[src/hdl/adc_gather_pkg.sv]
`default_nettype none

package adc_gather_pkg;

	typedef logic [15:0]  adc_sample_t;
	// channel A in [31:16], channel B in [15:0]
	typedef logic [31:0]  sample_word_t;
	// word 0 in [31:0]
	typedef logic [127:0] beat_t;
	typedef logic [7:0]   wave_pos_t;
	typedef logic [4:0]   frame_id_t;
	typedef logic [31:0]  dma_addr_t;

	localparam logic [2:0] DDR_REGION     = 3'd3;
	localparam int         POS_SHIFT      = 21;
	localparam int         BEAT_BYTES     = 16;
	localparam int         WORDS_PER_BEAT = 4;

	typedef struct packed {
		logic        valid;
		logic        sop;
		logic        eop;
		adc_sample_t data;
	} adc_in_t;

	typedef struct packed {
		logic         en;
		sample_word_t data;
	} wr_req_t;

	// ----------------------------------------
	// dma command word, addr in [63:32]
	typedef struct packed {
		dma_addr_t   addr;
		frame_id_t   frame_id;
		logic [7:0]  burst_idx;
		logic [18:0] pad;
	} dma_cmd_t;

	typedef enum logic [1:0] {
		IDLE,
		READ,
		DONE
	} rd_state_t;

endpackage

`default_nettype wire

[src/hdl/sample_packer.sv]
`default_nettype none

module sample_packer import adc_gather_pkg::*; #(
	parameter int BANK_AW = 8
) (
	input  wire logic               clk,
	input  wire logic               rst,
	input  wire adc_in_t            cha,
	input  wire adc_in_t            chb,
	input  wire logic [1:0]         chirp_group,
	input  wire wave_pos_t          wave_position,
	output wr_req_t                 wr,
	output logic [BANK_AW-1:0]      wr_addr,
	output logic                    frame_start,
	output logic                    frame_end,
	output wave_pos_t               frame_pos
);

	adc_in_t            a_q;
	adc_sample_t        b_q;
	wave_pos_t          pos_q;
	wave_pos_t          start_pos;
	logic [1:0]         chirp_cnt;
	logic [1:0]         chirp_last;
	logic [BANK_AW-1:0] wr_cnt;
	logic [BANK_AW-1:0] next_addr;
	logic               first;
	logic               last;
	logic               wr_en_q;
	sample_word_t       wr_data_q;

	always_comb begin
		case (chirp_group)
			2'd0:    chirp_last = 2'd0;
			2'd1:    chirp_last = 2'd1;
			default: chirp_last = 2'd3;
		endcase
	end

	// first sop of a frame restarts the bank address
	assign first     = a_q.valid && a_q.sop && (chirp_cnt == 2'd0);
	assign last      = a_q.valid && a_q.eop && (chirp_cnt == chirp_last);
	assign next_addr = first ? '0 : wr_cnt;

	// ----------------------------------------
	// stage 1
	always_ff @(posedge clk) begin
		if (rst) begin
			a_q <= '0;
		end else begin
			a_q <= cha;
		end
	end

	always_ff @(posedge clk) begin
		b_q   <= chb.data;
		pos_q <= wave_position;
	end

	// ----------------------------------------
	// stage 2, write request and frame tracking
	always_ff @(posedge clk) begin
		if (rst) begin
			wr_en_q     <= 1'b0;
			frame_start <= 1'b0;
			frame_end   <= 1'b0;
			chirp_cnt   <= '0;
			wr_cnt      <= '0;
			start_pos   <= '0;
			frame_pos   <= '0;
		end else begin
			wr_en_q     <= a_q.valid;
			frame_start <= first;
			frame_end   <= last;
			if (a_q.valid) begin
				wr_cnt <= next_addr + 1'b1;
				if (a_q.eop)
					chirp_cnt <= last ? 2'd0 : chirp_cnt + 2'd1;
			end
			if (first)
				start_pos <= pos_q;
			// position of the last completed frame
			if (last)
				frame_pos <= first ? pos_q : start_pos;
		end
	end

	always_ff @(posedge clk) begin
		wr_data_q <= {a_q.data, b_q};
		wr_addr   <= next_addr;
	end

	assign wr = '{en: wr_en_q, data: wr_data_q};

endmodule

`default_nettype wire

[config.mk]
export PLATFORM = sky130hd
export DESIGN_NAME = sample_packer
export DESIGN_NICKNAME = d
export VERILOG_FILES = /design/src/hdl/adc_gather_pkg.sv /design/src/hdl/sample_packer.sv
export SDC_FILE = /design/constraint.sdc
export NUM_CORES = 1
export LEC_CHECK = 0
export ABC_AREA = 1
export BUFFER_PORTS_ARGS = -buffer_cell sky130_fd_sc_hd__clkbuf_2
export CORE_ASPECT_RATIO = 2
export CORE_MARGIN = 4
export CORE_UTILIZATION = 35
export DETAILED_ROUTE_END_ITERATION = 10
export GPL_TIMING_DRIVEN = 0
export SLEW_MARGIN = 10
export SYNTH_ARGS = -nofsm -noshare
export SYNTH_HDL_FRONTEND = slang
export SYNTH_SLANG_ARGS = --single-unit
[constraint.sdc]
create_clock -name clk -period 1.7 [get_ports clk]
set_clock_uncertainty 0.05 [all_clocks]
set_input_delay 0 -clock clk [delete_from_list [all_inputs] [get_ports clk]]
set_output_delay 0 -clock clk [all_outputs]
set_load 0.05 [all_outputs]
==> flow_summary.ini <==
[placed_design]
gp_congestion = 0.806
preCtsSetupSlack_ns = 0.0823
io_buffers = 96
dp_cells = 501
dp_hpwl_um = 4390

[sta]
fmax_mhz = 643
rsz0062_at_grt = false
fin_crit_ns = 1.56
finalWorstSetupSlack_ns = 0.144
setup_violations = 0
min_period_over_period_pct = 91.5
report.final.slew_viol_count = 0
tns_ns = 0
worstMarginPinSlew_ns = 0.532
hold_violations = 0
relSlewSlack_pct = 64.6

[cells_and_area]
diodes = 0
layout.nets = 507
instances_no_fill = 561
fillCellCount = 778
syn_to_final_growth_pct = 43.1
drive_above_1_share_pct = 28.4

[worst_hold_path]
min_path_type = input port to flip-flop

[critical_path]
cp-end-kind = flip-flop
worstPathRequired_ns = 1.85
start_kind = flip-flop
critPathKind = flip-flop to flip-flop
critical_path_arrival_ns = 1.71
crit_path_max_fanout = 10

[global_route]
grt_pass1_vias = 2377
grt_max_degree = 19
grtUsageTotal_pct = 12.7
grt_pass1_wl_um = 10200
antenna_found_initial = 0
overflow = 0

[floorplan]
fp.dieH_um = 142
start_util_pct = 36.1
die_w_um = 75.0
dieArea_sq_um = 10700
floorplan.core_area_sq_um = 8710
placementRows = 48
ios = 101

[routing]
first_iter_violations = 29
totalWireLength_um = 6120
remaining_drc_errors = 0
ant_nets = 0
via_count = 2323
wire_per_inst_um = 10.9
viasPerCell = 4.14
first_pass_iters = 4

[logic_synthesis]
ys_ff_latch = 112
postSynthCellCount = 305
syn_avg_cell_area_sq_um = 10.3
synth_cell_type_count = 22
yosys_warnings = 0
syn_nets = 356
syn_area_sq_um = 3140
seq_area_frac_synth_pct = 71.3

[clock_tree]
cts.sinks = 112
cts_max_path_buffers = 2
cts.clk_slew.worst_paths_ns = 0.07
cts_root_buffer = clkbuf_16
cts_tree = done
numCtsBuffers = 9
clock_latency_ns = 0.34
htree_levels = 3

[power_and_ir_drop]
max-vdd-ir-drop_mv = 0.697
p_leak_nw = 2.22
p_per_area_nw_per_um2 = 1180

[run]
drv_cap = 0

[run_status]
status = finished, final reports clean
[report_power, final]
part	switching (mW)	internal, mW	total, mW
Combinational	0.295	0.175	0.471
Clock	0.881	1.19	2.08
Sequential	0.0326	2.74	2.77
[through the flow]
step           utilization [%]  cell area (sq um)  power [mW]  hold WS, ns
2_1_floorplan                -               3140        3.10      -0.0223
3_3_place_gp              43.1               3750        3.22       0.0523
3_5_place_dp              43.1               3750        3.22       0.0539
4_1_cts                   51.6               4500        5.42        0.140
5_1_grt                   51.7               4500        5.56        0.175
6_report                  51.7               4500        5.32        0.159
[worst max-delay path: stages, from the launching register on]
cell and delay [ns]:
dfxtp_2 0.35, inv_1 0.07, ha_1 0.20, nand3_2 0.08, buf_6 0.15, nand2_2 0.07
nor2_2 0.09, inv_1 0.06, nor2_2 0.11, nand2_1 0.08, nand2_1 0.07, nor2_1 0.03
[registers in the layout, summed over array words and instances (netlist names)]
| register | cells |
|---|---|
| wr_addr | 8 |
| wr_en_q | 1 |
| wr_data_q | 32 |
| pos_q | 8 |
| chirp_cnt | 2 |
| frame_pos | 8 |
| wr_cnt | 8 |
| frame_start | 1 |
| b_q | 16 |
| frame_end | 1 |
| a_q | 19 |
| start_pos | 8 |
[path summary, 6_finish.rpt]
kind | from | cells past startpoint | slack (ns) | end
worst max-delay path | chirp_cnt[0] | 11 | 0.14 | wr_cnt[4]
worst min-delay path | chirp_group[0] | 5 | 0.16 | frame_end
worst max register to register | chirp_cnt[0] | 11 | 0.14 | wr_cnt[4]
worst min register to register | a_q[2] | 0 | 0.28 | wr_data_q[18]
[metal layers]
metal  global-route usage (%)  vias to the layer above  wire (um)
li1                         -                     1224          -
met1                     11.6                     1025       2230
met2                     23.3                       64       3380
met3                     3.96                       10        327
met4                     7.60                        0        176
met5                        0                        -          0
[timing repair]
item                       4_1_cts  5_1_grt
setup endpoints to repair        0        4
hold buffers                    44        0
gates resized for setup          0        3
hold endpoints to repair        44        0
buffers inserted                 0        0
[synth_stat cells]
master / count / area share, %
inv_1: 45 / 5.4
nand2_1: 34 / 4.1
buf_4: 1 / 0.24
ha_1: 1 / 0.40
buf_6: 5 / 1.8
nand3_2: 1 / 0.32
dfxtp_1: 112 / 71
nand3_1: 16 / 2.5
o211ai_1: 2 / 0.48
clkbuf_1: 4 / 0.48
o21ai_1: 2 / 0.32
nor2_2: 3 / 0.60
xor2_2: 1 / 0.52
nand2_2: 1 / 0.20
nor3_4: 1 / 0.52
o21ai_0: 8 / 1.3
nor2_1: 49 / 5.8
buf_2: 2 / 0.32
a21oi_1: 13 / 2.1
nand4_4: 1 / 0.68
nor3_1: 2 / 0.32
nand2_4: 1 / 0.36
[kinds of logic (layout without fill, tap and decap cells)]
logic type | after synthesis | in the layout | share of synthesized area [%]
flip-flops | 112 | 112 | 71.3
AND/OR/NAND/NOR | 109 | 109 | 15.4
buffers and inverters | 57 | 213 | 8.20
AO/OA/AOI/OAI | 25 | 25 | 4.14
adder cells (fa/ha/maj) | 1 | 1 | 0.398
XOR/XNOR | 1 | 1 | 0.517
[cells in the final DEF, fill, tap and decap left out, drive strengths merged]
| cell | n |
|---|---|
| ha | 1 |
| nand4 | 1 |
| clkbuf | 111 |
| clkinv | 1 |
| nand2 | 36 |
| o21ai | 10 |
| bufinv | 1 |
| buf | 8 |
| xor2 | 1 |
| a21oi | 13 |
| nor2 | 52 |
| clkinvlp | 1 |
| nor3 | 3 |
| inv | 47 |
| nand3 | 17 |
| dfxtp | 112 |
| dlygate4sd3 | 44 |
| o211ai | 2 |
[final cells by class]
cell class / count / area, sq um / area share, %
sequential: 112 / 2240 / 49.9
timing repair buffer: 140 / 921 / 20.5
multi-input combinational: 136 / 647 / 14.4
clock buffer: 11 / 243 / 5.39
inverter: 45 / 169 / 3.75
tap: 100 / 125 / 2.78
buffer: 12 / 88.8 / 1.97
clock inverter: 5 / 62.6 / 1.39
Power figures use the tool's default switching activity.
