--- src/hdl/adc_gather_pkg.sv ---
`default_nettype none

package adc_gather_pkg;

	typedef logic [15:0]  adc_sample_t;
	// channel A in [31:16], channel B in [15:0]
	typedef logic [31:0]  sample_word_t;
	// word 0 in [31:0]
	typedef logic [127:0] beat_t;
	typedef logic [7:0]   wave_pos_t;
	typedef logic [4:0]   frame_id_t;
	typedef logic [31:0]  dma_addr_t;

	localparam logic [2:0] DDR_REGION     = 3'd3;
	localparam int         POS_SHIFT      = 21;
	localparam int         BEAT_BYTES     = 16;
	localparam int         WORDS_PER_BEAT = 4;

	typedef struct packed {
		logic        valid;
		logic        sop;
		logic        eop;
		adc_sample_t data;
	} adc_in_t;

	typedef struct packed {
		logic         en;
		sample_word_t data;
	} wr_req_t;

	// ----------------------------------------
	// dma command word, addr in [63:32]
	typedef struct packed {
		dma_addr_t   addr;
		frame_id_t   frame_id;
		logic [7:0]  burst_idx;
		logic [18:0] pad;
	} dma_cmd_t;

	typedef enum logic [1:0] {
		IDLE,
		READ,
		DONE
	} rd_state_t;

endpackage

`default_nettype wire

--- src/hdl/burst_reader.sv ---
`default_nettype none

module burst_reader import adc_gather_pkg::*; #(
	parameter int BANK_AW = 8
) (
	input  wire logic         clk,
	input  wire logic         rst,
	input  wire logic         bank_full,
	input  wire beat_t        rd_data,
	input  wire logic         cmd_hold,
	input  wire logic         out_ready,
	output logic              rd_en,
	output logic [BANK_AW-3:0] rd_addr,
	output logic              bank_release,
	output beat_t             out_data,
	output logic              out_valid
);

	localparam int BEATS = 2 ** (BANK_AW - 2);
	localparam int QDEPTH = 4;

	rd_state_t        state;
	logic [BANK_AW-3:0] addr;
	logic [2:0]       used;
	logic [1:0]       rd_pipe;
	beat_t            q_mem [QDEPTH];
	logic [1:0]       wptr;
	logic [1:0]       rptr;
	logic [2:0]       q_cnt;
	logic             launch;
	logic             push;
	logic             pop;

	// in-flight reads plus queued beats never exceed the queue
	assign launch = (state == READ) && !cmd_hold && (used < QDEPTH);
	assign push   = rd_pipe[1];
	assign pop    = out_valid && out_ready;

	assign rd_en        = launch;
	assign rd_addr      = addr;
	assign out_valid    = (q_cnt != 3'd0) && !cmd_hold;
	assign out_data     = q_mem[rptr];
	assign bank_release = (state == DONE) && pop && (used == 3'd1);

	// ----------------------------------------
	// address walk
	always_ff @(posedge clk) begin
		if (rst) begin
			state <= IDLE;
			addr  <= '0;
		end else begin
			case (state)
				IDLE: begin
					addr <= '0;
					if (bank_full)
						state <= READ;
				end
				READ: begin
					if (launch) begin
						addr <= addr + 1'b1;
						if (addr == BEATS - 1)
							state <= DONE;
					end
				end
				DONE: begin
					if (bank_release)
						state <= IDLE;
				end
				default: state <= IDLE;
			endcase
		end
	end

	// ----------------------------------------
	// credits and prefetch queue
	always_ff @(posedge clk) begin
		if (rst) begin
			used    <= '0;
			rd_pipe <= '0;
			wptr    <= '0;
			rptr    <= '0;
			q_cnt   <= '0;
		end else begin
			used    <= used + {2'd0, launch} - {2'd0, pop};
			rd_pipe <= {rd_pipe[0], launch};
			q_cnt   <= q_cnt + {2'd0, push} - {2'd0, pop};
			if (push)
				wptr <= wptr + 2'd1;
			if (pop)
				rptr <= rptr + 2'd1;
		end
	end

	always_ff @(posedge clk) begin
		if (push)
			q_mem[wptr] <= rd_data;
	end

endmodule

`default_nettype wire

--- config.mk ---
export PLATFORM = sky130hd
export DESIGN_NAME = burst_reader
export DESIGN_NICKNAME = d
export VERILOG_FILES = /design/src/hdl/adc_gather_pkg.sv /design/src/hdl/burst_reader.sv
export SDC_FILE = /design/constraint.sdc
export NUM_CORES = 1
export LEC_CHECK = 0
export ABC_AREA = 1
export BUFFER_PORTS_ARGS = -buffer_cell sky130_fd_sc_hd__buf_2
export CAP_MARGIN = 20
export CORE_MARGIN = 4
export CORE_UTILIZATION = 50
export CTS_CLUSTER_SIZE = 10
export DETAILED_ROUTE_END_ITERATION = 12
export HOLD_SLACK_MARGIN = 0.15
export PLACE_DENSITY = 0.69
export SYNTH_ARGS = -nofsm -noshare
export SYNTH_HDL_FRONTEND = slang
export SYNTH_SLANG_ARGS = --single-unit
--- constraint.sdc ---
create_clock -name clk -period 9.05 [get_ports clk]
set_clock_uncertainty 0.15 [all_clocks]
set_input_delay 1.81 -clock clk [delete_from_list [all_inputs] [get_ports clk]]
set_output_delay 1.81 -clock clk [all_outputs]
set_load 0.03 [all_outputs]
==> flow_summary_export.csv <==
group,metric,value,unit
run_status,status,"completed",
timing,period_share,59.35,%
cts,cts_root_buf,"clkbuf_16",
setup_path,cp_num_cells,5,
setup_path,end_kind,"output pin",
floorplan,core-area,40010,um^2
synth,synthAdderAreaFrac,0.7481,%
synth,synth.ff_latch_count,534,
cts,clkTransAtPathRegs,0.05,ns
routing,wl_per_cell,19.72,um
floorplan,die_w,210.0,um
routing,viasPerCell,5.509,
grt,grt_util_all_layers,19.01,%
power_and_ir_drop,ir_drop,164.8,uV
timing,slew_headroom,32.64,%
synth,synthSimpleGateAreaFrac,6.377,%
cts,clock_latency,0.58,ns
timing,finalSetupViolations,0,
setup_path,path_class,"flip-flop to output pin",
timing,tightest_slew,1.010,ns
setup_path,cp.arrival,3.41,ns
floorplan,start_util,51.00,%
floorplan,dieArea,44100,um^2
finish,n_fill_cell,3088,
routing,vias,12030,
timing,min_period,5.371,ns
power_and_ir_drop,switching_power,1389,uW
grt,grt_antenna_before_repair,10,
timing,tns,0,ns
cts,postCtsSetupRepairBufs,0,
cts,cts_tree,"yes",
routing,drc_errors,0,
power_and_ir_drop,power.leakage,0.008189,uW
power_and_ir_drop,internal_power,4126,uW
synth,synth_top_area_share,75.35,%
placed_design,port_buffers,269,
routing,routed_wl,43.08,mm
setup_path,critical_path.max_fanout,69,
synth,ys_top_cells_by_area,"edfxtp_1, nor2_1, o21ai_0, o21ai_1, o22ai_1",
cts,ctsResizeCount,0,
synth,ys_types,30,
synth,syn_inst,1381,
setup_path,cpLargestDelayFamily,"buffers and inverters",
grt,grt_pass1_wl,66.48,mm
finish,area_delta_synth_final,15.54,%
power_and_ir_drop,cellPowerDensity,233.9,nW/um^2
power_and_ir_drop,pwr-share-comb,13.3,%
finish,drive_gt1_share,26.60,%
floorplan,ios,270,
synth,synth-compound-area-share,11.90,%
finish,layout.area.seq,15820,um^2
run,cap_violations,0,
power_and_ir_drop,power_frac_seq,50.1,%
cts,clkSinkCount,534,
routing,drtIter0Drc,805,
grt,grt-ovfl-total,0,
floorplan,num_rows,73,
cts,postCtsHoldBufs,0,
grt,grt_max_degree,113,
setup_path,ff2ff_path_depth,5,
worst_hold_path,hold_depth,2,
cts,ctsLongestPathBuffers,3,
timing,maxSlewViolCount,0,
synth,yosysTopAreaCell,"edfxtp_1",
finish,layout_common_cells,"edfxtp_1, buf_2, nor2_1, o21ai_0, o21ai_1",
setup_path,critical_path_required,7.09,ns
synth,syn_area,20400,um^2
placed_design,place_hpwl,24.16,mm
synth,ys_seq_area_share,77.51,%
setup_path,slowest_delay,0.75,ns
setup_path,critical_path_buf_inv_count,3,
synth,yosysWarnings,0,
grt,grt_pass1_vias,12060,
power_and_ir_drop,p_clk_share,36.7,%
finish,layout_commonest_cell,"edfxtp_1",
power_and_ir_drop,power,5515,uW
setup_path,crit_slowest_cell,"dfxtp_4",
timing,timing.final.hold_violations,0,
routing,dr.pass1.iters,7,
synth,muxShareOfSynthArea,0,%
finish,finalNetCount,1784,
routing,ant_nets,0,
setup_path,path_cells,"buf_4 -> buf_4 -> o21ai_0 -> o22ai_2 -> buf_2",
setup_path,crit_top_cell,"buf_4",
power_and_ir_drop,swShare,25.19,%
placed_design,gp_congestion,0.7476,
synth,synth_nets,1525,
timing,max_freq,0.1862,GHz
timing,rsz0062_at_grt,"no",
setup_path,worstSetupStartpointType,"flip-flop",
cts,cts_buffers,59,
floorplan,die_h,210.0,um
finish,multi_input_area,3900,um^2
synth,yosys.area_share.xor_xnor,0.08585,%
cts,cts-htree-levels,2,
synth,synth.avg_cell_area,14.78,um^2
synth,synth_top_family_by_area,"compound AO/OA/AOI/OAI gates",
worst_hold_path,hold_class,"flip-flop to flip-flop",
==> cells in the mapped netlist <==
| master | number |
|---|---|
| edfxtp_1 | 512 |
| nor2_1 | 235 |
| o21ai_0 | 136 |
| o21ai_1 | 128 |
| o22ai_1 | 88 |
| nor2_2 | 40 |
| o22ai_2 | 40 |
| clkbuf_1 | 35 |
| inv_1 | 29 |
| buf_2 | 25 |
| dfxtp_1 | 22 |
| nand2_1 | 21 |
| buf_6 | 15 |
| a21oi_1 | 10 |
| ha_1 | 9 |
| nand3_1 | 8 |
| buf_12 | 5 |
| inv_2 | 5 |
| buf_4 | 3 |
| nand2_2 | 3 |
| buf_1 | 2 |
| fa_1 | 2 |
| a31oi_1 | 1 |
| inv_4 | 1 |
| nand3b_1 | 1 |
| nand4_1 | 1 |
| nor2_4 | 1 |
| nor4_1 | 1 |
| xnor2_1 | 1 |
| xor2_1 | 1 |
==> metrics by stage <==
step / cells / hold slack (ns) / setup slack, ns / cell area [um^2] / util, %
6_report: 2184 / 0.2556 / 3.679 / 23580 / 58.93
5_1_grt: 2184 / 0.2798 / 3.421 / 23580 / 58.93
4_1_cts: 2179 / 0.2586 / 3.622 / 23560 / 58.90
3_5_place_dp: 2104 / 0.2530 / 4.250 / 21980 / 54.95
3_3_place_gp: 2104 / 0.2424 / 4.351 / 21980 / 54.95
2_1_floorplan: 1381 / 0.2383 / 4.222 / 20400 / -
==> path summary, 6_finish.rpt <==
| check | from | endpoint | slack (ns) |
|---|---|---|---|
| setup reg to reg | wptr[0] | q_mem[2][100] | 6.16 |
| hold / removal | rd_pipe[0] | rd_pipe[1] | 0.26 |
| hold reg to reg | rd_pipe[0] | rd_pipe[1] | 0.26 |
| setup / recovery | flip-flop | out_data[106] | 3.68 |
==> cell families after synthesis <==
logic type,count (synthesis)
buffers and inverters,120
XOR/XNOR,2
AO/OA/AOI/OAI,403
flip-flops,534
AND/OR/NAND/NOR,311
adder cells (fa/ha/maj),11
==> cell type report <==
| type | instances | share of cell area, % |
|---|---|---|
| diodes | 5 | 0.05307 |
| clock buffers | 73 | 6.666 |
| clock inverters | 2 | 0.03184 |
| inverters | 35 | 0.6528 |
| multi-input cells | 727 | 16.54 |
| flip-flops and latches | 534 | 67.11 |
| well taps | 525 | 2.786 |
| repair buffers | 283 | 6.156 |
==> registers in the layout, summed over array words and instances (netlist names), named ones only <==
signal,flops
q_mem,512
rptr,2
rd_addr,6
state,2
wptr,2
used,3
q_cnt,3
rd_pipe,2
==> metal layers <==
metal	GRT usage, %	wire [um]	up-vias
met5	0	61	-
met2	31.52	20900	352
met4	5.761	875	10
li1	-	-	5676
met3	4.777	3244	71
met1	25.20	18000	5922
==> tightest hold or removal path: cells and delay by family, from the launching register on <==
family / cells / cell delay, ns
buf+inv: 1 / 0.04
simple gates: 1 / 0.03
flops: 1 / 0.29
==> power groups by stage <==
stage / Combinational (uW) / Clock, uW / Sequential [uW]
floorplan: 557 / 0 / 2800
global placement: 720 / 0 / 2810
detailed placement: 737 / 0 / 2810
CTS: 739 / 2070 / 2760
global route: 793 / 2180 / 2760
finish: 731 / 2020 / 2760
(Power assumes the default switching activity.)
